File: src/hw/nn_pkg.sv
// ~~~~~~~~~~~~~~~~~~~~~~~~~~~~~~~~~~~~~~~~~~~~~~~~~~~~~~~~~~~~~~~~~~~~~~~~~~
// perceptron shared definitions
// sizes, widths, weight memory layout, activation and update arithmetic
// ~~~~~~~~~~~~~~~~~~~~~~~~~~~~~~~~~~~~~~~~~~~~~~~~~~~~~~~~~~~~~~~~~~~~~~~~~~
package nn_pkg;

	// network shape
	localparam int N_IN = 4;
	localparam int N_HID = 6;
	localparam int N_OUT = 2;

	// datapath widths
	localparam int W_W = 8;
	localparam int X_W = 9;
	localparam int ACC_W = 20;
	localparam int DELTA_W = 13;
	localparam int UPD_W = X_W + DELTA_W;
	localparam int LR_SHIFT = 3;

	// one memory word holds a full row of weights
	localparam int N_SLOT = 24;
	localparam int ROW_W = N_SLOT * W_W;
	localparam int N_ROWS = 2;
	localparam logic ROW_L1 = 1'b0;
	localparam logic ROW_L2 = 1'b1;

	// slot dst*n_src+src holds the weight from src to dst
	function automatic logic signed [W_W-1:0] nn_slot(input logic [ROW_W-1:0] row, input int idx);
		return $signed(row[idx*W_W +: W_W]);
	endfunction

	// halve, then clamp to -1..+1
	function automatic logic signed [X_W-1:0] nn_activate(input logic signed [ACC_W-1:0] s);
		logic signed [ACC_W-1:0] half;
		half = s >>> 1;
		if (half > 1)
			return 1;
		else if (half < -1)
			return -1;
		return $signed(half[X_W-1:0]);
	endfunction

	// w - (h >>> LR_SHIFT) * e, wrapped to the weight width
	function automatic logic [W_W-1:0] nn_update_weight(input logic signed [W_W-1:0] w,
			input logic signed [X_W-1:0] h, input logic signed [DELTA_W-1:0] e);
		logic signed [UPD_W-1:0] step;
		logic signed [UPD_W-1:0] full;
		step = (h >>> LR_SHIFT) * e;
		full = w - step;
		return full[W_W-1:0];
	endfunction

endpackage

File: src/hw/nn_weight_ram.sv
// ~~~~~~~~~~~~~~~~~~~~~~~~~~~~~~~~~~~~~~~~~~~~~~~~~~~~~~~~~~~~~~~~~~~~~~~~~~
// weight memory
// two rows, one full row per word, single port with registered read
// ~~~~~~~~~~~~~~~~~~~~~~~~~~~~~~~~~~~~~~~~~~~~~~~~~~~~~~~~~~~~~~~~~~~~~~~~~~
`timescale 1ns/1ps

module nn_weight_ram (
	input  logic                     clk,
	input  logic                     reset,
	input  logic                     we,
	input  logic                     addr,
	input  logic [nn_pkg::ROW_W-1:0] wdata,
	output logic [nn_pkg::ROW_W-1:0] rdata
);
	import nn_pkg::*;

	logic [ROW_W-1:0] mem [N_ROWS];

	// read returns the old word when the same row is written
	always_ff @(posedge clk) begin
		if (we) begin
			mem[addr] <= wdata;
		end
		rdata <= mem[addr];
	end

	a_write_in_range: assert property (
		@(posedge clk) disable iff (reset)
		we |-> (int'(addr) < N_ROWS)
	);

endmodule

File: config.mk
export PLATFORM = sky130hd
export DESIGN_NAME = nn_weight_ram
export DESIGN_NICKNAME = d
export VERILOG_FILES = /design/src/hw/nn_pkg.sv /design/src/hw/nn_weight_ram.sv
export SDC_FILE = /design/constraint.sdc
export NUM_CORES = 1
export LEC_CHECK = 0
export BUFFER_PORTS_ARGS = -buffer_cell sky130_fd_sc_hd__buf_2
export CORE_ASPECT_RATIO = 1.75
export CORE_MARGIN = 8
export CORE_UTILIZATION = 46
export DETAILED_ROUTE_END_ITERATION = 8
export PLACE_DENSITY = 0.69
export SLEW_MARGIN = 10
export SYNTH_ARGS = -nofsm -noshare
export SYNTH_HDL_FRONTEND = slang
export SYNTH_SLANG_ARGS = --single-unit
File: constraint.sdc
create_clock -name clk -period 28.8 [get_ports clk]
set_input_delay 5.76 -clock clk [delete_from_list [all_inputs] [get_ports clk]]
set_output_delay 5.76 -clock clk [all_outputs]
set_load 0.02 [all_outputs]
# --- After elaboration in Yosys (flattened, before gate mapping) ---
# Memory sizes are Yosys's and may differ from the RTL's. A register that Yosys moved wholly into a read port is not among the register bits.
# Cells that the tools add are included.
totals:
  reg_bits: 0
  ram_bits: 384
  output_inout_bits: 192
  n_memories: 1
classes:
  n_mux: 2
memory_table:
  columns: ["memory", "depth", "width", "read_ports", "rd_ports_with_merged_regs", "write_ports", "line_no", "source"]
  rows:
  - ["mem", 2, 192, 1, 1, 1, "nn_weight_ram.sv:17", "logic [ROW_W-1:0] mem [N_ROWS];"]
op_table:
  columns: ["operator", "n"]
  rows:
  - ["$mux W1", 2]

# --- Longest topological paths before layout ---
logic_depth:
  word_depth: 2
  ltp_mapped: 4

# --- Worst setup path after synthesis ---
# OpenSTA, ideal clock, no wires.
synth_path:
  path_type: "input to register"
  startpoint: "input port addr"
  endpoint: "memory mem[0][0] in the netlist's numbering (enable)"
  arrival_time_ns: 14.651
  required_ns: 28.029
  setup_slack_ns: 13.378
  cell_stages: 4
  path_buffers: 3
  path_cell_list: "buf_6 buf_6 buf_6 nor2b_1"
synth_lines:
  columns: ["item", "line_no", "source"]
  rows:
  - ["start: declaration", "nn_weight_ram.sv:11", "input logic addr,"]
  - ["end: declaration", "nn_weight_ram.sv:17", null]
# No word-level cell before the write port.

# --- Worst setup path in the final report ---
layout_path:
  startpoint: "input port addr"
  endpoint: "memory mem[1][138] in the netlist's numbering (enable)"
# No word-level cell before the write port.

==> impl_metrics.toml <==
[global_route]
grt_use_total = 0.1489
overflow = 0
grt_first_pass_wirelength_um = 52650
grt-busiest-layer = "met2"
globalRouteMet3Util = 0.05197
antenna_found_initial = 21
vias_in_the_first_global_route = 9047
maximum_number_of_pins_on_one_net_before_global_route_repair = 75
grt.met2_usage = 0.2762
grt.met1_usage = 0.1373

[timing]
fin_tns_setup_ns = 0
worstMarginPinSlew_ns = 1.035
hold_violations = 0
max_slew_violation_total_from_the_final_report = 0
slew-limit-headroom = 0.3101
clock-skew-final_ns = 0.01430
setup_repair_after_global_routing_missed_its_margin = "false"
final_period_minus_worst_setup_slack_ns = 8.140
finalSetupViolCount = 0
achievable-frequency_mhz = 122.8
layout_worst_path_cycle_share = 0.2826

[synth]
netlist.top_cell.by_area = "sky130_fd_sc_hd__edfxtp_1"
yosysTopAreaCellShare = 0.6275
yosys-top-cells-area = "sky130_fd_sc_hd__edfxtp_1 63%, sky130_fd_sc_hd__dfxtp_1 21%, sky130_fd_sc_hd__mux2_4 13%, sky130_fd_sc_hd__mux2_2 2.1%, sky130_fd_sc_hd__buf_6 1.1%"
synth_cell_type_count = 9
syn_area_per_cell_sq_um = 23.20
syn_nets = 988
synth-seq-area-share = 0.8367
postSynthRegisterBits = 576
syn-instance-count = 792
netlist_area_sq_um = 18380
synth-warning-count = 0

[critical_path]
critical_path.startpoint = "addr"
crit_type = "primary input to flip-flop"
timing.rr.end = "rdata[33]$_DFF_P_"
critPathArrivalTime_ns = 8.32
timing.critical_path.required_ns = 28.98
critical_path.endpoint = "mem[1][138]$_DFFE_PP_"
crit_fanout = 74
worst_setup_path_end_kind = "flip-flop"
path_depth_of_the_worst_reg2reg_path = 1
reg2reg_setup_slack_ns = 28.03
timing.rr.start = "mem[0][33]$_DFFE_PP_"
critical_path.startpoint_type = "primary input"

[routing]
dr_total_vias = 8260
drc = 0
drt-initial-drc-count = 313
drt_pass1_iterations = 4
post_drt_wl_per_cell_um = 20.42
postRouteAntennaNets = 0
finalWirelength_um = 36190
detail_route.vias_per_cell = 4.661

[hold_path]
hp-class = "flip-flop to flip-flop"
worst_hold_startpoint = "mem[1][3]$_DFFE_PP_"

[final_layout]
layout_filler_cell_count = 3029
layout.cells.most_common = "sky130_fd_sc_hd__buf_2"
finish.instance_area_sq_um = 22570
fin_nets = 1413
drive_gt1_frac = 0.5274
final_cell_mix = "385 x sky130_fd_sc_hd__buf_2, 384 x sky130_fd_sc_hd__edfxtp_1, 192 x sky130_fd_sc_hd__dfxtp_1, 158 x sky130_fd_sc_hd__mux2_4, 54 x sky130_fd_sc_hd__clkbuf_16"
layout-area-overhead-vs-synth_pct = 22.82

[clock_tree]
insertion_delay_ns = 0.55
cts_htree_levels = 2
post_cts_hold_buffer_count = 0
numClockSinks = 576
cts-root-to-sink-buffers = 3
number_of_post_cts_setup_repair_buffers = 0
cts_made_buffers = 50
post_cts_resized = 0
tritoncts_clock_tree = "done"
clock_tree.root_cell = "sky130_fd_sc_hd__clkbuf_16"
cts.clk_slew.worst_paths_ns = 0.06

[pwr]
cellPowerDensity_nw_per_um2 = 79.10
peakVddDrop_mv = 0.06151
p_leak_nw = 9.079

[place]
io_buffers = 386
dp_hpwl_um = 24750
placedInstanceArea_sq_um = 20770
gp_routability_congestion = 0.7403

[run_status]
run_status = "finished clean"

[die]
initial_core_util = 0.4630
die_width_um = 167.1
boundaryPins = 388
fp.dieH_um = 280.4
core.rowCount = 97
die-area_sq_um = 46850
core_sq_um = 39690

[flow_run]
max_cap_violations = 0
-- Yosys cell counts --
cell type                  number
sky130_fd_sc_hd__edfxtp_1     384
sky130_fd_sc_hd__dfxtp_1      192
sky130_fd_sc_hd__mux2_4       158
sky130_fd_sc_hd__mux2_2        34
sky130_fd_sc_hd__buf_6         18
sky130_fd_sc_hd__buf_2          3
sky130_fd_sc_hd__and2_1         1
sky130_fd_sc_hd__buf_8          1
sky130_fd_sc_hd__nor2b_1        1
-- per-stage QoR --
step	worst slack, ns	util	hold WS (ns)	power, W	cells
global route	20.51	0.5684	0.4754	0.001848	1768
finish	20.66	0.5687	0.4636	0.001785	1772
floorplan	13.38	-	0.4477	0.001069	792
CTS	20.67	0.5669	0.4662	0.001810	1753
detailed placement	20.07	0.5234	0.4565	0.001123	1659
global placement	20.09	0.5234	0.4499	0.001116	1659
-- state kept, by name, summed over array words and instances (netlist names) --
register / cells
rdata: 192
mem: 384
-- per-layer routing --
| metal | up-vias | part of all wire |
|---|---|---|
| met3 | 81 | 0.079 |
| met4 | 6 | 0.040 |
| met1 | 4018 | 0.32 |
| met5 | - | 0.00097 |
| li1 | 3877 | - |
| met2 | 278 | 0.55 |
-- layout make-up --
type,count,area (sq um),area share
Timing Repair Buffer,395,2029,0.08992
Clock inverter,18,219.0,0.009702
Clock buffer,76,1504,0.06664
Multi-Input combinational cell,194,2778,0.1231
Tap cell,495,619.3,0.02744
Antenna cell,18,45.04,0.001996
Sequential cell,576,15370,0.6812
-- worst min path at each step --
stage	to	slack, ns	cells after the start
CTS	rdata[183]$_DFF_P_	0.47	1
detailed placement	rdata[3]$_DFF_P_	0.46	1
global placement	rdata[8]$_DFF_P_	0.45	1
finish	rdata[3]$_DFF_P_	0.46	1
floorplan	rdata[0]$_DFF_P_	0.45	1
global route	rdata[169]$_DFF_P_	0.48	1
-- power breakdown --
part           switching, W  internal, W
Combinational     0.0000776    0.0000606
Clock              0.000278     0.000406
Sequential        0.0000155     0.000948
-- cell families after synthesis --
kind of cell	Yosys count	synth area share
flops	576	0.8367
buf+inv	22	0.01266
simple gates	2	0.0006814
mux	192	0.1499
-- worst max-delay path: stages --
cell and delay (ns):
sky130_fd_sc_hd__buf_8 0.53, sky130_fd_sc_hd__and2_4 0.97, sky130_fd_sc_hd__buf_4 0.83
(Power assumes the default switching activity.)
