`config.mk`:
```
export PLATFORM = sky130hd
export DESIGN_NAME = nn_output_stage
export DESIGN_NICKNAME = d
export VERILOG_FILES = /design/src/hw/nn_pkg.sv /design/src/hw/nn_output_stage.sv
export SDC_FILE = /design/constraint.sdc
export NUM_CORES = 1
export LEC_CHECK = 0
export CAP_MARGIN = 25
export CORE_ASPECT_RATIO = 1.25
export CORE_MARGIN = 3
export CORE_UTILIZATION = 50
export CTS_CLUSTER_DIAMETER = 50
export CTS_CLUSTER_SIZE = 8
export DETAILED_ROUTE_END_ITERATION = 6
export DONT_BUFFER_PORTS = 1
export PLACE_DENSITY = 0.68
export SLEW_MARGIN = 25
export SYNTH_ARGS = -nofsm -noshare
export SYNTH_HDL_FRONTEND = slang
export SYNTH_SLANG_ARGS = --single-unit
```
`constraint.sdc`:
```
create_clock -name clk -period 2 [get_ports clk]
set_input_delay 0.3 -clock clk [delete_from_list [all_inputs] [get_ports clk]]
set_output_delay 0.3 -clock clk [all_outputs]
set_load 0.02 [all_outputs]
```
`src/hw/nn_pkg.sv`:
```
// ~~~~~~~~~~~~~~~~~~~~~~~~~~~~~~~~~~~~~~~~~~~~~~~~~~~~~~~~~~~~~~~~~~~~~~~~~~
// perceptron shared definitions
// sizes, widths, weight memory layout, activation and update arithmetic
// ~~~~~~~~~~~~~~~~~~~~~~~~~~~~~~~~~~~~~~~~~~~~~~~~~~~~~~~~~~~~~~~~~~~~~~~~~~
package nn_pkg;

	// network shape
	localparam int N_IN = 4;
	localparam int N_HID = 6;
	localparam int N_OUT = 2;

	// datapath widths
	localparam int W_W = 8;
	localparam int X_W = 9;
	localparam int ACC_W = 20;
	localparam int DELTA_W = 13;
	localparam int UPD_W = X_W + DELTA_W;
	localparam int LR_SHIFT = 3;

	// one memory word holds a full row of weights
	localparam int N_SLOT = 24;
	localparam int ROW_W = N_SLOT * W_W;
	localparam int N_ROWS = 2;
	localparam logic ROW_L1 = 1'b0;
	localparam logic ROW_L2 = 1'b1;

	// slot dst*n_src+src holds the weight from src to dst
	function automatic logic signed [W_W-1:0] nn_slot(input logic [ROW_W-1:0] row, input int idx);
		return $signed(row[idx*W_W +: W_W]);
	endfunction

	// halve, then clamp to -1..+1
	function automatic logic signed [X_W-1:0] nn_activate(input logic signed [ACC_W-1:0] s);
		logic signed [ACC_W-1:0] half;
		half = s >>> 1;
		if (half > 1)
			return 1;
		else if (half < -1)
			return -1;
		return $signed(half[X_W-1:0]);
	endfunction

	// w - (h >>> LR_SHIFT) * e, wrapped to the weight width
	function automatic logic [W_W-1:0] nn_update_weight(input logic signed [W_W-1:0] w,
			input logic signed [X_W-1:0] h, input logic signed [DELTA_W-1:0] e);
		logic signed [UPD_W-1:0] step;
		logic signed [UPD_W-1:0] full;
		step = (h >>> LR_SHIFT) * e;
		full = w - step;
		return full[W_W-1:0];
	endfunction

endpackage

```
`src/hw/nn_output_stage.sv`:
```
// ~~~~~~~~~~~~~~~~~~~~~~~~~~~~~~~~~~~~~~~~~~~~~~~~~~~~~~~~~~~~~~~~~~~~~~~~~~
// result stage
// holds network outputs and error terms, flags the end of a run
// ~~~~~~~~~~~~~~~~~~~~~~~~~~~~~~~~~~~~~~~~~~~~~~~~~~~~~~~~~~~~~~~~~~~~~~~~~~
`timescale 1ns/1ps

module nn_output_stage (
	input  logic                              clk,
	input  logic                              reset,
	input  logic                              cap_en,
	input  logic                              upd_en,
	input  logic                              finish,
	input  logic signed [nn_pkg::ACC_W-1:0]   sum [nn_pkg::N_OUT],
	input  logic signed [nn_pkg::X_W-1:0]     desired [nn_pkg::N_OUT],
	output logic signed [nn_pkg::ACC_W-1:0]   y [nn_pkg::N_OUT],
	output logic signed [nn_pkg::DELTA_W-1:0] err [nn_pkg::N_OUT],
	output logic                              done
);
	import nn_pkg::*;

	logic signed [ACC_W-1:0] diff [N_OUT];

	always_comb begin
		for (int j = 0; j < N_OUT; j++) begin
			diff[j] = sum[j] - desired[j];
		end
	end

	always_ff @(posedge clk) begin
		if (reset) begin
			for (int j = 0; j < N_OUT; j++) begin
				y[j] <= '0;
				err[j] <= '0;
			end
			done <= 1'b0;
		end else begin
			done <= finish;
			if (cap_en) begin
				for (int j = 0; j < N_OUT; j++) begin
					y[j] <= sum[j];
				end
				// finish together with capture means inference, errors kept
				if (!finish) begin
					for (int j = 0; j < N_OUT; j++) begin
						err[j] <= {diff[j][DELTA_W-2:0], 1'b0};
					end
				end
			end
		end
	end

	// fresh error terms must feed the update in the very next cycle
	a_err_then_update: assert property (
		@(posedge clk) disable iff (reset)
		(cap_en && !finish) |=> upd_en
	);

endmodule

```
## Yosys cells after proc, flatten, opt, wreduce, memory -nomap -nowiden

Index checks and enable logic that the tools add are counted.

- Reductions and logical operators: 1
- Equality and inequality tests: 0
- Divide/modulo/power cells: 0
- $add $sub $neg: 2
- Muxes and demuxes: 0
- Multipliers: 0
- Bitwise gates (word level): 1
- Shifts and indexed selects: 0
- Magnitude comparators: 0

Operators by type and width:

| cell | number |
|---|---|
| 12-bit by 9-bit subtractor with 12-bit output | 2 |
| 2-bit AND reduction | 1 |
| 1-bit NOT | 1 |

- RAM bits: 0
- Latch bits: 0
- Memory bits (read-only): 0
- Word-level logic and storage cells: 9
- Memories: 0
- Output and inout bits: 67
- Input port bits: 63
- Flip-flop bits (word level): 65

## Depth between registers and ports, before layout

- Depth after elaboration: 2
- Depth in mapped cells: 8
- Gate-level depth less buffers: 8

## Least setup slack after synthesis

OpenSTA, ideal clock, no wires.

- Kind: input to register
- Start: input sum[20] in the netlist's numbering
- End: register err[24] in the netlist's numbering
- Setup slack: -0.010 ns
- Stages on the path: 8
- Library setup time: 0.088 ns
- Buffers on the path: 0
- Data required time: 1.912 ns
- Arrival: 1.921 ns
- Cells stage by stage: inv_1 ha_1 fa_1 nand2b_1 a21oi_4 o21ai_2 or3_1 a311oi_2

- Longest elaborated chain between the ends: 1

RTL lines:

| item | RTL line | source |
|---|---|---|
| start, declared | nn_output_stage.sv:13 | `input logic signed [nn_pkg::ACC_W-1:0] sum [nn_pkg::N_OUT],` |
| 12-bit by 9-bit subtractor with 12-bit output | nn_output_stage.sv:25 | `diff[j] = sum[j] - desired[j];` |
| end signal, assigned by index | nn_output_stage.sv:45 | `err[j] <= {diff[j][DELTA_W-2:0], 1'b0};` |
| end, declared | nn_output_stage.sv:16 | `output logic signed [nn_pkg::DELTA_W-1:0] err [nn_pkg::N_OUT],` |

Every way passes these cells.
A chain may end at the register's enable or synchronous reset.

## Worst setup path in the final report

Same ends and word-level chain as after synthesis.

==> results.sh <==
export IMPL_antenna_found_initial=0
export IMPL_synthTopCellsByArea="dfxtp_1 37%, mux2i_1 11%, ha_1 7.8%"
export IMPL_worstSetupStartpointType="primary input"
export IMPL_cts_buffer_depth=2
export IMPL_synth_compound_area_share_pct=17.3
export IMPL_vias=2844
export IMPL_synth_mux_area_share_pct=11.4
export IMPL_seq_area_um2=1300
export IMPL_dp_hpwl_um=6030
export IMPL_cts_tree="done"
export IMPL_holdBufCountCts=0
export IMPL_viasPerCell=5.77
export IMPL_cts_root_buf="clkbuf_8"
export IMPL_route_detailed_drc=0
export IMPL_gp_congestion=0.895
export IMPL_peakVddDrop_v=0.000502
export IMPL_async_reset_ff_share_pct=0
export IMPL_synth_warnings=0
export IMPL_wl_per_cell_um=16.5
export IMPL_p_per_area_nw_per_um2=802
export IMPL_synth_xor_area_share_pct=0.748
export IMPL_die_x_um=81.0
export IMPL_synth_flop_cell="dfxtp_1"
export IMPL_nNetsFinal=488
export IMPL_cts_resized=0
export IMPL_hold_viol=0
export IMPL_cp_max_fo=2
export IMPL_rows=33
export IMPL_fin_hold_ws_ns=0.0283
export IMPL_syn_to_final_growth_pct=8.30
export IMPL_die_y_um=99.7
export IMPL_synth_top_family_by_area="simple AND/OR/NAND/NOR gates"
export IMPL_ios=130
export IMPL_grt_usage_pct=20.6
export IMPL_htree_levels=3
export IMPL_synth_adder_area_share_pct=8.98
export IMPL_synth_seq_cells=65
export IMPL_crit_chain="inv_1 -> ha_1 -> fa_1 -> nand2b_4 -> a21oi_4 -> o21ai_2 -> or3_1 -> a311oi_2"
export IMPL_core_um2=6690
export IMPL_synth_simple_gate_area_share_pct=19.0
export IMPL_rsz0062_at_grt="no"
export IMPL_synth_edf_count=0
export IMPL_worstPathRequired_ns=2.25
export IMPL_antenna_cells=0
export IMPL_end_kind="register"
export IMPL_leakage_uw=0.00163
export IMPL_crit_path_start="sum[20]"
export IMPL_grt_max_degree=81
export IMPL_fin_area_um2=3800
export IMPL_io_buffers=0
export IMPL_cts_setup_buffers=0
export IMPL_first_global_vias=2807
export IMPL_cts_sinks=65
export IMPL_initial_utilization_pct=52.5
export IMPL_status="complete, no violations"
export IMPL_path_delay_family="adder cells"
export IMPL_syn_area_um2=3510
export IMPL_drt_wl_total_um=8130
export IMPL_worstReg2RegStart="err[21]"
export IMPL_cpPeakStageDelay_ns=0.39
export IMPL_synth_top_cell_by_area="dfxtp_1"
export IMPL_cts_buffers=9
export IMPL_clk_pin_slew_ns=0.07
export IMPL_maxSlewViolCount=0
export IMPL_clock_fmax_mhz=607
export IMPL_synth_distinct_cells=50
export IMPL_dieArea_um2=8070
export IMPL_min_path_type="in2reg"
export IMPL_drtIter0Drc=111
export IMPL_place_area_um2=3620
export IMPL_clock_latency_ns=0.33
export IMPL_final_antenna_net_count=0
export IMPL_post_route_period_util_pct=82.3
export IMPL_synthCells=400
export IMPL_path_class="in2reg"
export IMPL_yosysTopAreaCellShare_pct=37.1
export IMPL_arrival_ns=1.90
export IMPL_fin_util_pct=56.8
export IMPL_worst_path_buf_inv=1
export IMPL_setup_viol_count_final=0
export IMPL_multi_input_area_um2=2030
export IMPL_post_route_min_period_ns=1.65
export IMPL_drive_gt1_share_pct=9.85
export IMPL_cp_slowest_cell="fa_1"
export IMPL_fin_skew_ns=0
export IMPL_maxCapViolations=0
export IMPL_firstDrtPassIters=4
export IMPL_grt_overflow=0
export IMPL_grt_pass1_wl_um=13100
export IMPL_fillers=624
export IMPL_hp_start="reset"
export IMPL_avgSynthCellArea_um2=8.78
export IMPL_ys_seq_area_share_pct=37.1
cells in the mapped netlist (2+ instances only):
master     count
a2111o_1       2
a211oi_1       7
a21o_1         3
a21oi_1       19
a311o_1        2
and3_1         3
buf_1          3
buf_2          6
buf_4          2
clkbuf_1      12
dfxtp_1       65
fa_1           2
ha_1          22
inv_1         24
mux2i_1       40
nand2_1       14
nand2b_1       6
nand3_1       10
nand3b_1      11
nand4_1        5
nor2_1        62
nor2b_1        6
nor3_1        12
nor3b_1        5
o2111ai_2      2
o211ai_1       2
o21a_1         9
o21ai_0       14
o311a_1        2
o311ai_0       4
o31a_2         2
or3_1          3
xor2_1         2
per-layer routing:
layer	share of wire (%)	wire length, um	vias to the layer above	GRT usage [%]
met1	40	3220	1296	23.4
met2	50	4070	112	35.5
met5	0	0	-	0
met4	1.9	158	0	7.41
met3	8.4	680	12	6.61
li1	-	-	1424	-
worst register-to-register path: stages, from the launching register on:
cell     delay (ns)
dfxtp_1        0.40
nor3b_1        0.18
a311o_1        0.31
state kept, by name, indices dropped and copies added, names as in the netlist:
name,count
y,40
err,24
done,1
kinds of logic (layout without fill, tap and decap cells):
| logic type | count (synthesis) | after routing |
|---|---|---|
| and+or+nand+nor | 138 | 138 |
| AOI/OAI and AO/OA | 82 | 82 |
| DFF | 65 | 65 |
| buffers and inverters | 47 | 52 |
| muxes | 40 | 40 |
| adders and majority gates | 24 | 24 |
| xor gates and xnor gates | 3 | 3 |
| other | 1 | 2 |
placed cells by master, fill, tap and decap left out, drive strengths merged, types with 11 or more instances in the layout:
cell / netlist / routed
nand2: 14 / 14
buf: 11 / 12
nor2: 62 / 62
nand3b: 11 / 11
ha: 22 / 22
dfxtp: 65 / 65
o21ai: 16 / 16
mux2i: 40 / 40
a21oi: 21 / 21
nor3: 12 / 12
inv: 24 / 25
power by group:
part / internal [uW] / switching, uW / total [uW]
clock network: 460 / 557 / 1020
registers: 1380 / 167 / 1550
logic: 228 / 257 / 485
total: 2070 / 980 / 3050
path summary, 6_finish.rpt:
kind                   to  slack [ns]  cells past startpoint
setup / recovery  err[24]        0.35                      8
setup reg to reg  err[21]        1.01                      2
hold reg to reg    err[4]        0.57                      2
hold / removal       done        0.03                      1
through the flow:
| stage | std cells | setup WS, ns | power (uW) | TNS, ns |
|---|---|---|---|---|
| global route | 493 | 0.292 | 3220 | 0 |
| finish | 493 | 0.354 | 3050 | 0 |
| global placement | 477 | 0.0176 | 2050 | 0 |
| CTS | 493 | 0.347 | 3090 | 0 |
| floorplan | 401 | 0.0342 | 1980 | 0 |
| detailed placement | 477 | -0.0147 | 2070 | -0.0147 |
layout make-up:
type / count / area share [%]
clock buffers: 9 / 3.26
clock inverters: 7 / 1.48
inverters: 24 / 2.37
multi-input cells: 289 / 53.4
flip-flops and latches: 65 / 34.2
well taps: 87 / 2.86
repair buffers: 12 / 2.37
Note: power is estimated with default switching activity, not from simulation.
