File: src/hw/nn_pkg.sv
// ~~~~~~~~~~~~~~~~~~~~~~~~~~~~~~~~~~~~~~~~~~~~~~~~~~~~~~~~~~~~~~~~~~~~~~~~~~
// perceptron shared definitions
// sizes, widths, weight memory layout, activation and update arithmetic
// ~~~~~~~~~~~~~~~~~~~~~~~~~~~~~~~~~~~~~~~~~~~~~~~~~~~~~~~~~~~~~~~~~~~~~~~~~~
package nn_pkg;

	// network shape
	localparam int N_IN = 4;
	localparam int N_HID = 6;
	localparam int N_OUT = 2;

	// datapath widths
	localparam int W_W = 8;
	localparam int X_W = 9;
	localparam int ACC_W = 20;
	localparam int DELTA_W = 13;
	localparam int UPD_W = X_W + DELTA_W;
	localparam int LR_SHIFT = 3;

	// one memory word holds a full row of weights
	localparam int N_SLOT = 24;
	localparam int ROW_W = N_SLOT * W_W;
	localparam int N_ROWS = 2;
	localparam logic ROW_L1 = 1'b0;
	localparam logic ROW_L2 = 1'b1;

	// slot dst*n_src+src holds the weight from src to dst
	function automatic logic signed [W_W-1:0] nn_slot(input logic [ROW_W-1:0] row, input int idx);
		return $signed(row[idx*W_W +: W_W]);
	endfunction

	// halve, then clamp to -1..+1
	function automatic logic signed [X_W-1:0] nn_activate(input logic signed [ACC_W-1:0] s);
		logic signed [ACC_W-1:0] half;
		half = s >>> 1;
		if (half > 1)
			return 1;
		else if (half < -1)
			return -1;
		return $signed(half[X_W-1:0]);
	endfunction

	// w - (h >>> LR_SHIFT) * e, wrapped to the weight width
	function automatic logic [W_W-1:0] nn_update_weight(input logic signed [W_W-1:0] w,
			input logic signed [X_W-1:0] h, input logic signed [DELTA_W-1:0] e);
		logic signed [UPD_W-1:0] step;
		logic signed [UPD_W-1:0] full;
		step = (h >>> LR_SHIFT) * e;
		full = w - step;
		return full[W_W-1:0];
	endfunction

endpackage

File: src/hw/nn_weight_update.sv
// ~~~~~~~~~~~~~~~~~~~~~~~~~~~~~~~~~~~~~~~~~~~~~~~~~~~~~~~~~~~~~~~~~~~~~~~~~~
// output layer weight update
// new row = old row minus scaled hidden value times error, per weight
// ~~~~~~~~~~~~~~~~~~~~~~~~~~~~~~~~~~~~~~~~~~~~~~~~~~~~~~~~~~~~~~~~~~~~~~~~~~
`timescale 1ns/1ps

module nn_weight_update (
	input  logic                              clk,
	input  logic                              reset,
	input  logic                              en,
	input  logic signed [nn_pkg::X_W-1:0]     hidden [nn_pkg::N_HID],
	input  logic signed [nn_pkg::DELTA_W-1:0] err [nn_pkg::N_OUT],
	input  logic [nn_pkg::ROW_W-1:0]          row,
	output logic [nn_pkg::ROW_W-1:0]          new_row
);
	import nn_pkg::*;

	logic [ROW_W-1:0] next_row;

	// upper slots are unused and pass through
	always_comb begin
		next_row = row;
		for (int j = 0; j < N_OUT; j++) begin
			for (int i = 0; i < N_HID; i++) begin
				next_row[(j*N_HID+i)*W_W +: W_W] =
					nn_update_weight(nn_slot(row, j * N_HID + i), hidden[i], err[j]);
			end
		end
	end

	always_ff @(posedge clk) begin
		if (reset) begin
			new_row <= '0;
		end else if (en) begin
			new_row <= next_row;
		end
	end

endmodule

File: config.mk
export PLATFORM = sky130hd
export DESIGN_NAME = nn_weight_update
export DESIGN_NICKNAME = d
export VERILOG_FILES = /design/src/hw/nn_pkg.sv /design/src/hw/nn_weight_update.sv
export SDC_FILE = /design/constraint.sdc
export NUM_CORES = 1
export LEC_CHECK = 0
export BUFFER_PORTS_ARGS = -buffer_cell sky130_fd_sc_hd__clkbuf_2
export CAP_MARGIN = 20
export CORE_AREA = 10 10 206 208
export CTS_BUF_LIST = sky130_fd_sc_hd__clkbuf_8
export CTS_CLUSTER_SIZE = 10
export DETAILED_ROUTE_END_ITERATION = 8
export DIE_AREA = 0 0 216 218
export PLACE_DENSITY = 0.8
export SLEW_MARGIN = 20
export SYNTH_ARGS = -nofsm -noshare
export SYNTH_HDL_FRONTEND = slang
export SYNTH_SLANG_ARGS = --single-unit
File: constraint.sdc
create_clock -name clk -period 7.9 [get_ports clk]
set_input_delay 2.37 -clock clk [delete_from_list [all_inputs] [get_ports clk]]
set_output_delay 2.37 -clock clk [all_outputs]
set_load 0.01 [all_outputs]
After elaboration in Yosys (flattened, before gate mapping)
Index checks and enable logic that the tools add are counted.

storage, ports and cells
  register bits after elaboration = 192
  output and inout bits = 192
  logic and storage cells = 25

operators by class
  add/subtract/negate cells = 12
  multiply operators = 12

operator list
  kind                                          count
  6-bit by 13-bit multiplier with 8-bit output  12
  8-bit subtractor                              12

Longest topological paths before layout
Gate-level depths: netlist (run 1).

  depth after elaboration = 2
  depth in mapped cells = 18
  mapped depth without buffers = 16

Worst setup path after synthesis (run 1)
No wires, ideal clock.

  path kind = in2reg
  from = in err[17] (netlist bit)
  to = reg new_row[31] (netlist bit)
  setup time = 117 ps
  data arrival time = 6112 ps
  data required time = 7783 ps
  setup slack = 1671 ps
  stages = 15
  path buffers = 2
  cells stage by stage = buf_2 -> buf_1 -> nand2_1 -> fa_1 -> inv_1 -> fa_1 -> fa_1 -> fa_1 -> inv_1 -> ha_1 -> or4_1 -> o22ai_1 -> xnor3_1 -> mux2i_1 -> nor2_1

on the way
  longest elaborated chain between the ends = 2

ends and longest elaborated chain
  what                                          line                    text
  start: declaration                            nn_weight_update.sv:12  input logic signed [nn_pkg::DELTA_W-1:0] err [nn_pkg::N_OUT],
  6-bit by 13-bit multiplier with 8-bit output  nn_pkg.sv:48            step = (h >>> LR_SHIFT) * e;
  8-bit subtractor                              nn_pkg.sv:49            full = w - step;
  end signal: assignment                        nn_weight_update.sv:35  new_row <= next_row;
  end: declaration                              nn_weight_update.sv:14  output logic [nn_pkg::ROW_W-1:0] new_row

No other way between the ends.
A chain may end at the register's enable or synchronous reset.

Worst setup path in the final report (run 1)
  from = in err[16] (netlist bit)
  to = reg new_row[31] (netlist bit)

The elaborated chain is that of the path after synthesis.

==> out/qor.csv, run 1 <==
metric,value,unit
final hold slack,0.486,ns
CTS tree,built,
crit path max-delay cell type,fa_1,
skew final,0,ns
initial core utilization,0.544,
Initial DRC Count,795,
Setup-failing EPs final,0,
Layout area overhead,14.0,%
Mapped Nets,3014,
Worst path max stage delay,0.53,ns
worst hold path class,reg2reg,
post-route insts no fill,3212,
Skew-Pair Late Insertion Delay,0.54,ns
worst setup margin,1.67,ns
Post-Route Setup TNS,0,ns
core area,38300,um2
crit-path cells,clkbuf_2 > and2_1 > fa_1 > fa_1 > inv_1 > fa_1 > inv_1 > fa_1 > inv_1 > ha_1 > or4_1 > o22ai_1 > xnor3_1 > mux2i_1 > nor2_1,
"commonest non-fill, non-tap cell in the layout",clkbuf_2,
hold buffers post-CTS,0,
RD Place Congestion,0.873,
CTS buffer count,17,
Worst Path Arrival,6.63,ns
Tcrit/Tclk final,0.788,
die width,216,um
largest net degree at the start of global routing,110,
"Most flops, register",new_row,
sequential area share after synthesis,0.185,
clk buf depth,2,
Post-CTS Setup Repair Bufs,0,
Die Ht,218,um
P per Cell Area,219,nW/um2
Worst Max-Slew Pin Slew,0.849,ns
Sink Count,192,
first drt pass iteration count,4,
crit-path max FO,30,
GRT overflow,0,
"commonest cells after routing, fill and taps aside","436 x clkbuf_2, 376 x inv_1, 216 x ha_1, 205 x and2_1, 204 x fa_1",
outcome,finished clean,
first-pass GRT wire length,94000,um
Startpoint Class,input pin,
placed insts,3177,
Syn Area/Cell,8.98,um2
worst vdd ir,0.000189,V
Final #Nets,3373,
worst setup path class,in2reg,
RSZ-0062 raised after global routing,false,
final WL,57800,um
number of flip-flops under the largest register name,192,
Leak,12.2,nW
clk slew on worst S/H paths,0.11,ns
gate count after technology mapping,2319,
H-tree depth,4,
DP Worst Slack,1.13,ns
DR vias,16800,
CTS root buf,clkbuf_8,
grt met3 use,0.0623,
I/O pin cnt,467,
Largest regs,new_row x192,
#FFs+latches synth,192,
Post-CTS Resized,0,
Critical Path RT,8.30,ns
Final Critical Period,6.23,ns
routed vias/inst,5.22,
die area,47100,um2
Port Buffers,438,
Yosys warning count,0,
"antenna viol nets, final",0,
met2 Use GR,0.459,
Tot GR Track Use,0.248,
Final Hold Vio Count,0,
mapped cell area,20800,um2
Rows,72,
DRC Markers,0,
Rel. slew slack,0.434,
detailed placement HPWL,46300,um
Max Cap Viol,0,
distinct cell type count after synthesis,39,
DR WL/cell,18.0,um
Setup crit end kind,register,
final slew viol count,0,
"most used cell, CP",fa_1,
vias in the first global route,18200,
fillers,3258,
Max Freq,161,MHz
initial antenna violation count,3,
grt met1 use,0.273,
grt peak-use layer,met2,
share of layout cells above drive strength 1,0.185,
Util after Layout,0.620,
stage by stage:
| step | power (mW) | instance area [um2] |
|---|---|---|
| floorplan | 3.66 | 20800 |
| global placement | 4.36 | 23300 |
| detailed placement | 4.48 | 23300 |
| CTS | 5.24 | 23700 |
| global route | 5.71 | 23700 |
| finish | 5.20 | 23700 |
cell families (layout without fill, tap and decap cells):
kind of cell | count (synthesis) | count (layout) | share of synthesized area
xor gates and xnor gates | 199 | 199 | 0.101
buffers and inverters | 483 | 855 | 0.0917
and+or+nand+nor | 667 | 667 | 0.160
muxes | 166 | 166 | 0.0798
adders and majority gates | 420 | 420 | 0.326
other | 0 | 3 | 0
AOI/OAI and AO/OA | 192 | 192 | 0.0574
DFF | 192 | 192 | 0.185
routing by layer:
metal,vias up,part of all wire,wire length [um]
li1,7987,-,-
met1,8240,0.38,22100
met2,473,0.53,30700
met3,74,0.065,3780
met4,2,0.021,1240
met5,-,0.00016,9
synth_stat cells (all sizes together):
| library cell | n | area, um2 |
|---|---|---|
| dfxtp | 192 | 3840 |
| inv | 376 | 1410 |
| mux2i | 166 | 1660 |
| nand4b | 9 | 78.8 |
| nand2b | 26 | 163 |
| xnor3 | 24 | 541 |
| a211oi | 25 | 188 |
| fa | 204 | 4080 |
| ha | 216 | 2700 |
| and2 | 205 | 1280 |
| or4b | 9 | 90.1 |
| buf | 33 | 221 |
| a21boi | 3 | 22.5 |
| nor3b | 6 | 45.0 |
| a21oi | 42 | 210 |
| o311ai | 12 | 105 |
| nand3b | 4 | 30.0 |
| nor2 | 185 | 694 |
| or4 | 1 | 7.51 |
| o22ai | 1 | 6.26 |
| clkbuf | 74 | 278 |
| nor2b | 27 | 169 |
| nor3 | 13 | 65.1 |
| or3b | 3 | 26.3 |
| a21o | 20 | 150 |
| o21a | 4 | 30.0 |
| nand2 | 179 | 687 |
| o21bai | 18 | 135 |
| xor2 | 30 | 263 |
| a31oi | 11 | 68.8 |
| o21ai | 56 | 280 |
| xnor2 | 145 | 1290 |
path summary, 6_finish.rpt:
check	start	end	slack, ns	depth (start not counted)
max reg2reg	new_row[62]	new_row[62]	6.90	2
max	err[16]	new_row[31]	1.67	15
min reg2reg	new_row[49]	new_row[49]	0.49	2
min	new_row[49]	new_row[49]	0.49	2
layout make-up:
type	count	area [um2]	area share
Antenna cell	3	7.51	0.000316
Tap cell	518	648	0.0273
Inverter	376	1410	0.0594
Clock buffer	17	234	0.00986
Sequential cell	192	3840	0.162
Clock inverter	15	205	0.00864
Multi-Input combinational cell	1644	15100	0.635
Timing Repair Buffer	447	2310	0.0974
worst max-delay path: cells and delay by family:
kind	cells	cell delay, ns
AO/OA/AOI/OAI	1	0.15
XOR/XNOR	1	0.27
multiplexers	1	0.15
adder cells (fa/ha/maj)	5	2.19
AND/OR/NAND/NOR	3	0.91
buffers and inverters	4	0.59
report_power, final:
part | switching (mW) | internal (mW) | total [mW]
Sequential | 0.0821 | 1.13 | 1.21
Combinational | 1.67 | 1.58 | 3.25
Clock | 0.461 | 0.278 | 0.739
Total | 2.22 | 2.98 | 5.20
Power figures use the tool's default switching activity.
==> inputs of run 2 (changes only) <==
clock period = 6.45 ns   (was 7.9 ns; I/O delays follow)
==> run 2 against run 1 <==
Critical path depth up 1; flip-flop and latch count unchanged; wire length up 1.4%; sequential power up 22%; count of clock-buffer cells in the layout unchanged; largest power group unchanged; first-iteration DRC count down 8.3%; core utilization up 0.44 points; hold slack better by 0.0035 ns; power up 22%; non-clock buffer count up 25; setup slack worse by 0.72 ns.
==> out/qor.csv, run 2 (same netlist as run 1, synthesis figures left out) <==
metric,value,unit
DR WL/cell,18.1,um
Post-Route Setup TNS,0,ns
skew final,0,ns
final slew viol count,0,
Setup-failing EPs final,0,
worst vdd ir,0.000215,V
die width,216,um
Setup crit end kind,register,
Tot GR Track Use,0.249,
Initial DRC Count,729,
number of flip-flops under the largest register name,192,
Critical Path RT,6.85,ns
Die Ht,218,um
CTS buffer count,17,
clk slew on worst S/H paths,0.11,ns
Worst Max-Slew Pin Slew,0.754,ns
"commonest non-fill, non-tap cell in the layout",clkbuf_2,
initial antenna violation count,11,
Post-CTS Setup Repair Bufs,0,
Sink Count,192,
Final Critical Period,5.50,ns
largest net degree at the start of global routing,127,
worst setup path class,in2reg,
RD Place Congestion,0.893,
die area,47100,um2
crit-path max FO,14,
grt met1 use,0.268,
Max Freq,182,MHz
Skew-Pair Late Insertion Delay,0.53,ns
Layout area overhead,14.8,%
first-pass GRT wire length,94100,um
CTS tree,built,
"Most flops, register",new_row,
I/O pin cnt,467,
grt peak-use layer,met2,
grt met3 use,0.0663,
RSZ-0062 raised after global routing,false,
clk buf depth,2,
Largest regs,new_row x192,
outcome,finished clean,
power after layout,6.35,mW
Leak,12.3,nW
fillers,3237,
CTS root buf,clkbuf_8,
initial core utilization,0.544,
Rows,72,
Startpoint Class,input pin,
DRC Markers,0,
Post-CTS Resized,0,
Max Cap Viol,0,
Final #Nets,3398,
Worst Path Arrival,5.90,ns
GRT overflow,0,
"commonest cells after routing, fill and taps aside","436 x clkbuf_2, 376 x inv_1, 216 x ha_1, 205 x and2_1, 204 x fa_1",
final WL,58600,um
core area,38300,um2
Rel. slew slack,0.498,
"Cell Area, Placed",23500,um2
"antenna viol nets, final",0,
DR vias,17000,
Port Buffers,438,
first drt pass iteration count,5,
fin area,23900,um2
Final Hold Vio Count,0,
worst hold path class,reg2reg,
met2 Use GR,0.455,
hold buffers post-CTS,0,
area of the multi-input gates,15100,um2
routed vias/inst,5.23,
Tcrit/Tclk final,0.852,
vias in the first global route,18400,
P per Cell Area,266,nW/um2
detailed placement HPWL,48000,um
H-tree depth,4,
register area,3840,um2
share of layout cells above drive strength 1,0.193,
run 2: cell types whose count changed in the layout (fill, tap and decap cells not counted), sizes merged:
| cell | delta |
|---|---|
| diode | +6 |
| bufinv | -1 |
| inv | -2 |
| clkinvlp | +2 |
| clkinv | +1 |
| buf | +25 |
run 2: critical path, cell delays in order:
cell,delay [ns]
clkbuf_2,0.34
buf_4,0.28
nand2_1,0.10
fa_1,0.52
inv_1,0.06
fa_1,0.54
inv_1,0.05
fa_1,0.48
inv_1,0.05
fa_1,0.37
xor2_1,0.16
xnor2_1,0.15
xnor2_1,0.28
xnor3_1,0.36
mux2i_1,0.16
nor2_1,0.06
run 2: power breakdown:
| group | internal, mW | switching [mW] |
|---|---|---|
| sequential | 1.38 | 0.0977 |
| combinational | 1.95 | 2.07 |
| clock | 0.300 | 0.556 |
run 2: path summary, 6_finish.rpt:
kind | start | to | slack, ns | cells after the start
worst max register to register | new_row[54] | new_row[54] | 5.43 | 2
worst min register to register | new_row[29] | new_row[29] | 0.49 | 2
worst max-delay path | err[4] | new_row[55] | 0.95 | 16
worst min-delay path | new_row[29] | new_row[29] | 0.49 | 2
run 2: through the flow:
| stage | hold slack [ns] | setup slack, ns | instances | utilization |
|---|---|---|---|---|
| after floorplan | 0.490 | 0.656 | 2319 | - |
| after global placement | 0.463 | 0.498 | 3202 | 0.613 |
| after detailed placement | 0.468 | 0.426 | 3202 | 0.613 |
| after CTS | 0.487 | 1.01 | 3234 | 0.624 |
| after global routing | 0.517 | 0.754 | 3242 | 0.624 |
| final | 0.489 | 0.952 | 3243 | 0.625 |
run 2: metal layers:
layer  share of wire  wire (um)  vias up
met5         0.00063         37        -
met4           0.027       1580        6
met3           0.072       4250       96
met2            0.52      30700      544
met1            0.38      22000     8262
li1                -          -     8051
run 2: layout make-up:
class	count	share of cell area
Inverter	376	0.0590
Tap cell	518	0.0271
Antenna cell	9	0.000942
Timing Repair Buffer	472	0.104
Clock inverter	15	0.00769
Sequential cell	192	0.161
Multi-Input combinational cell	1644	0.631
Clock buffer	17	0.00979
==> inputs of run 3 (changes only) <==
CORE_AREA = 10 10 216 218   (was 10 10 206 208)
DIE_AREA = 0 0 226 228   (was 0 0 216 218)
PLACE_DENSITY = 0.74   (was 0.8)
==> run 3 against run 2 <==
Critical endpoint is now new_row[7]; setup slack lost 0.00084 ns; combinational power about the same; global-route usage shrank 1.6 points; largest power group unchanged; clock power increased by 2%.
==> out/qor.csv, run 3 (same netlist as run 1, synthesis figures left out) <==
metric,value,unit
outcome,finished clean,
GRT overflow,0,
DR WL/cell,18.1,um
die area,51500,um2
CTS root buf,clkbuf_8,
hold buffers post-CTS,0,
Rel. slew slack,0.469,
die width,226,um
worst vdd ir,0.000243,V
"Most flops, register",new_row,
Startpoint Class,input pin,
Post-CTS Resized,0,
share of layout cells above drive strength 1,0.193,
Initial DRC Count,697,
Reg-to-Reg End,new_row[30],
Largest regs,new_row x192,
Final Hold Vio Count,0,
worst hold path class,reg2reg,
P per Cell Area,264,nW/um2
Die Ht,228,um
largest net degree at the start of global routing,96,
Worst Max-Slew Pin Slew,0.796,ns
RSZ-0062 raised after global routing,false,
Worst Path Arrival,5.94,ns
Final Critical Period,5.50,ns
clk slew on worst S/H paths,0.12,ns
"antenna viol nets, final",0,
Max Cap Viol,0,
R2R setup slack,5.47,ns
CTS buffer count,17,
hold_sp,new_row[57],
detailed placement HPWL,48500,um
Leak,12.4,nW
"commonest cells after routing, fill and taps aside","436 x clkbuf_2, 376 x inv_1, 216 x ha_1, 205 x and2_1, 204 x fa_1",
I/O pin cnt,467,
H-tree depth,4,
clk buf depth,2,
Layout area overhead,15.2,%
Setup crit start,err[18],
Skew-Pair Late Insertion Delay,0.56,ns
Critical Path RT,6.89,ns
Sink Count,192,
CTS tree,built,
power after layout,6.34,mW
RD Place Congestion,0.882,
DRC Markers,0,
DR vias,16900,
Hold Path End,new_row[57],
initial antenna violation count,8,
Port Buffers,438,
number of flip-flops under the largest register name,192,
first-pass GRT wire length,94800,um
vias in the first global route,18100,
crit-path max FO,11,
Setup crit end kind,register,
hold depth,2,
Setup-failing EPs final,0,
final slew viol count,0,
routed vias/inst,5.15,
"commonest non-fill, non-tap cell in the layout",clkbuf_2,
Tot GR Track Use,0.233,
skew final,0,ns
Post-Route Setup TNS,0,ns
Max Freq,182,MHz
worst reg2reg path depth,2,
first drt pass iteration count,5,
Tcrit/Tclk final,0.853,
Post-CTS Setup Repair Bufs,0,
Final #Nets,3401,
core area,42500,um2
Rows,76,
worst setup path class,in2reg,
worst r2r src,new_row[30],
final WL,59300,um
initial core utilization,0.490,
-- run 3: cell types whose count changed in the layout (fill, tap and decap cells not counted), sizes merged --
| cell | delta |
|---|---|
| diode | -3 |
| clkinvlp | -2 |
| inv | +1 |
| buf | +3 |
| clkinv | +1 |
-- run 3: worst max path at each step --
| stage | to | slack [ns] | depth (start not counted) |
|---|---|---|---|
| finish | new_row[7] | 0.95 | 16 |
| global placement | new_row[31] | 0.45 | 15 |
| global route | new_row[55] | 0.77 | 16 |
| CTS | new_row[55] | 1.01 | 16 |
| detailed placement | new_row[55] | 0.35 | 16 |
| floorplan | new_row[31] | 0.66 | 15 |
-- run 3: area by class of cell --
class                      instances  area (um2)
clock buffer                      17         234
timing repair buffer             475        2540
antenna                            6        15.0
fill                            3801       18500
inverter                         376        1410
clock inverter                    15         196
sequential                       192        3840
tap                              546         683
multi-input combinational       1644       15100
-- run 3: layer usage --
layer / vias to the layer above / wire length (um) / track usage
li1: 8045 / - / -
met1: 8252 / 22800 / 0.252
met2: 477 / 30500 / 0.419
met3: 77 / 4420 / 0.0665
met4: 4 / 1590 / 0.0880
met5: - / 19 / 0.0117
-- run 3: worst max-delay path, cell delays in order --
cell	delay [ns]
clkbuf_2	0.33
buf_4	0.23
nand2_1	0.08
fa_1	0.55
inv_1	0.06
fa_1	0.54
inv_1	0.05
fa_1	0.47
inv_1	0.05
fa_1	0.40
xnor2_1	0.22
xnor2_1	0.16
xnor3_1	0.27
xnor3_1	0.40
mux2i_1	0.15
nor2_1	0.05
-- run 3: power breakdown --
group          internal [mW]  leakage (nW)  switching [mW]
sequential              1.38          1.59           0.100
combinational           1.94          10.6            2.05
clock                  0.305         0.213           0.566
total                   3.63          12.4            2.71
-- run 3: through the flow --
stage / std cells / setup slack (ns) / cell area, um2 / hold WS [ns] / utilization
after floorplan: 2319 / 0.656 / 20800 / 0.490 / -
after global routing: 3269 / 0.775 / 24000 / 0.513 / 0.564
final: 3271 / 0.951 / 24000 / 0.483 / 0.565
after detailed placement: 3233 / 0.345 / 23600 / 0.473 / 0.554
after CTS: 3265 / 1.01 / 24000 / 0.487 / 0.564
after global placement: 3233 / 0.449 / 23600 / 0.462 / 0.554
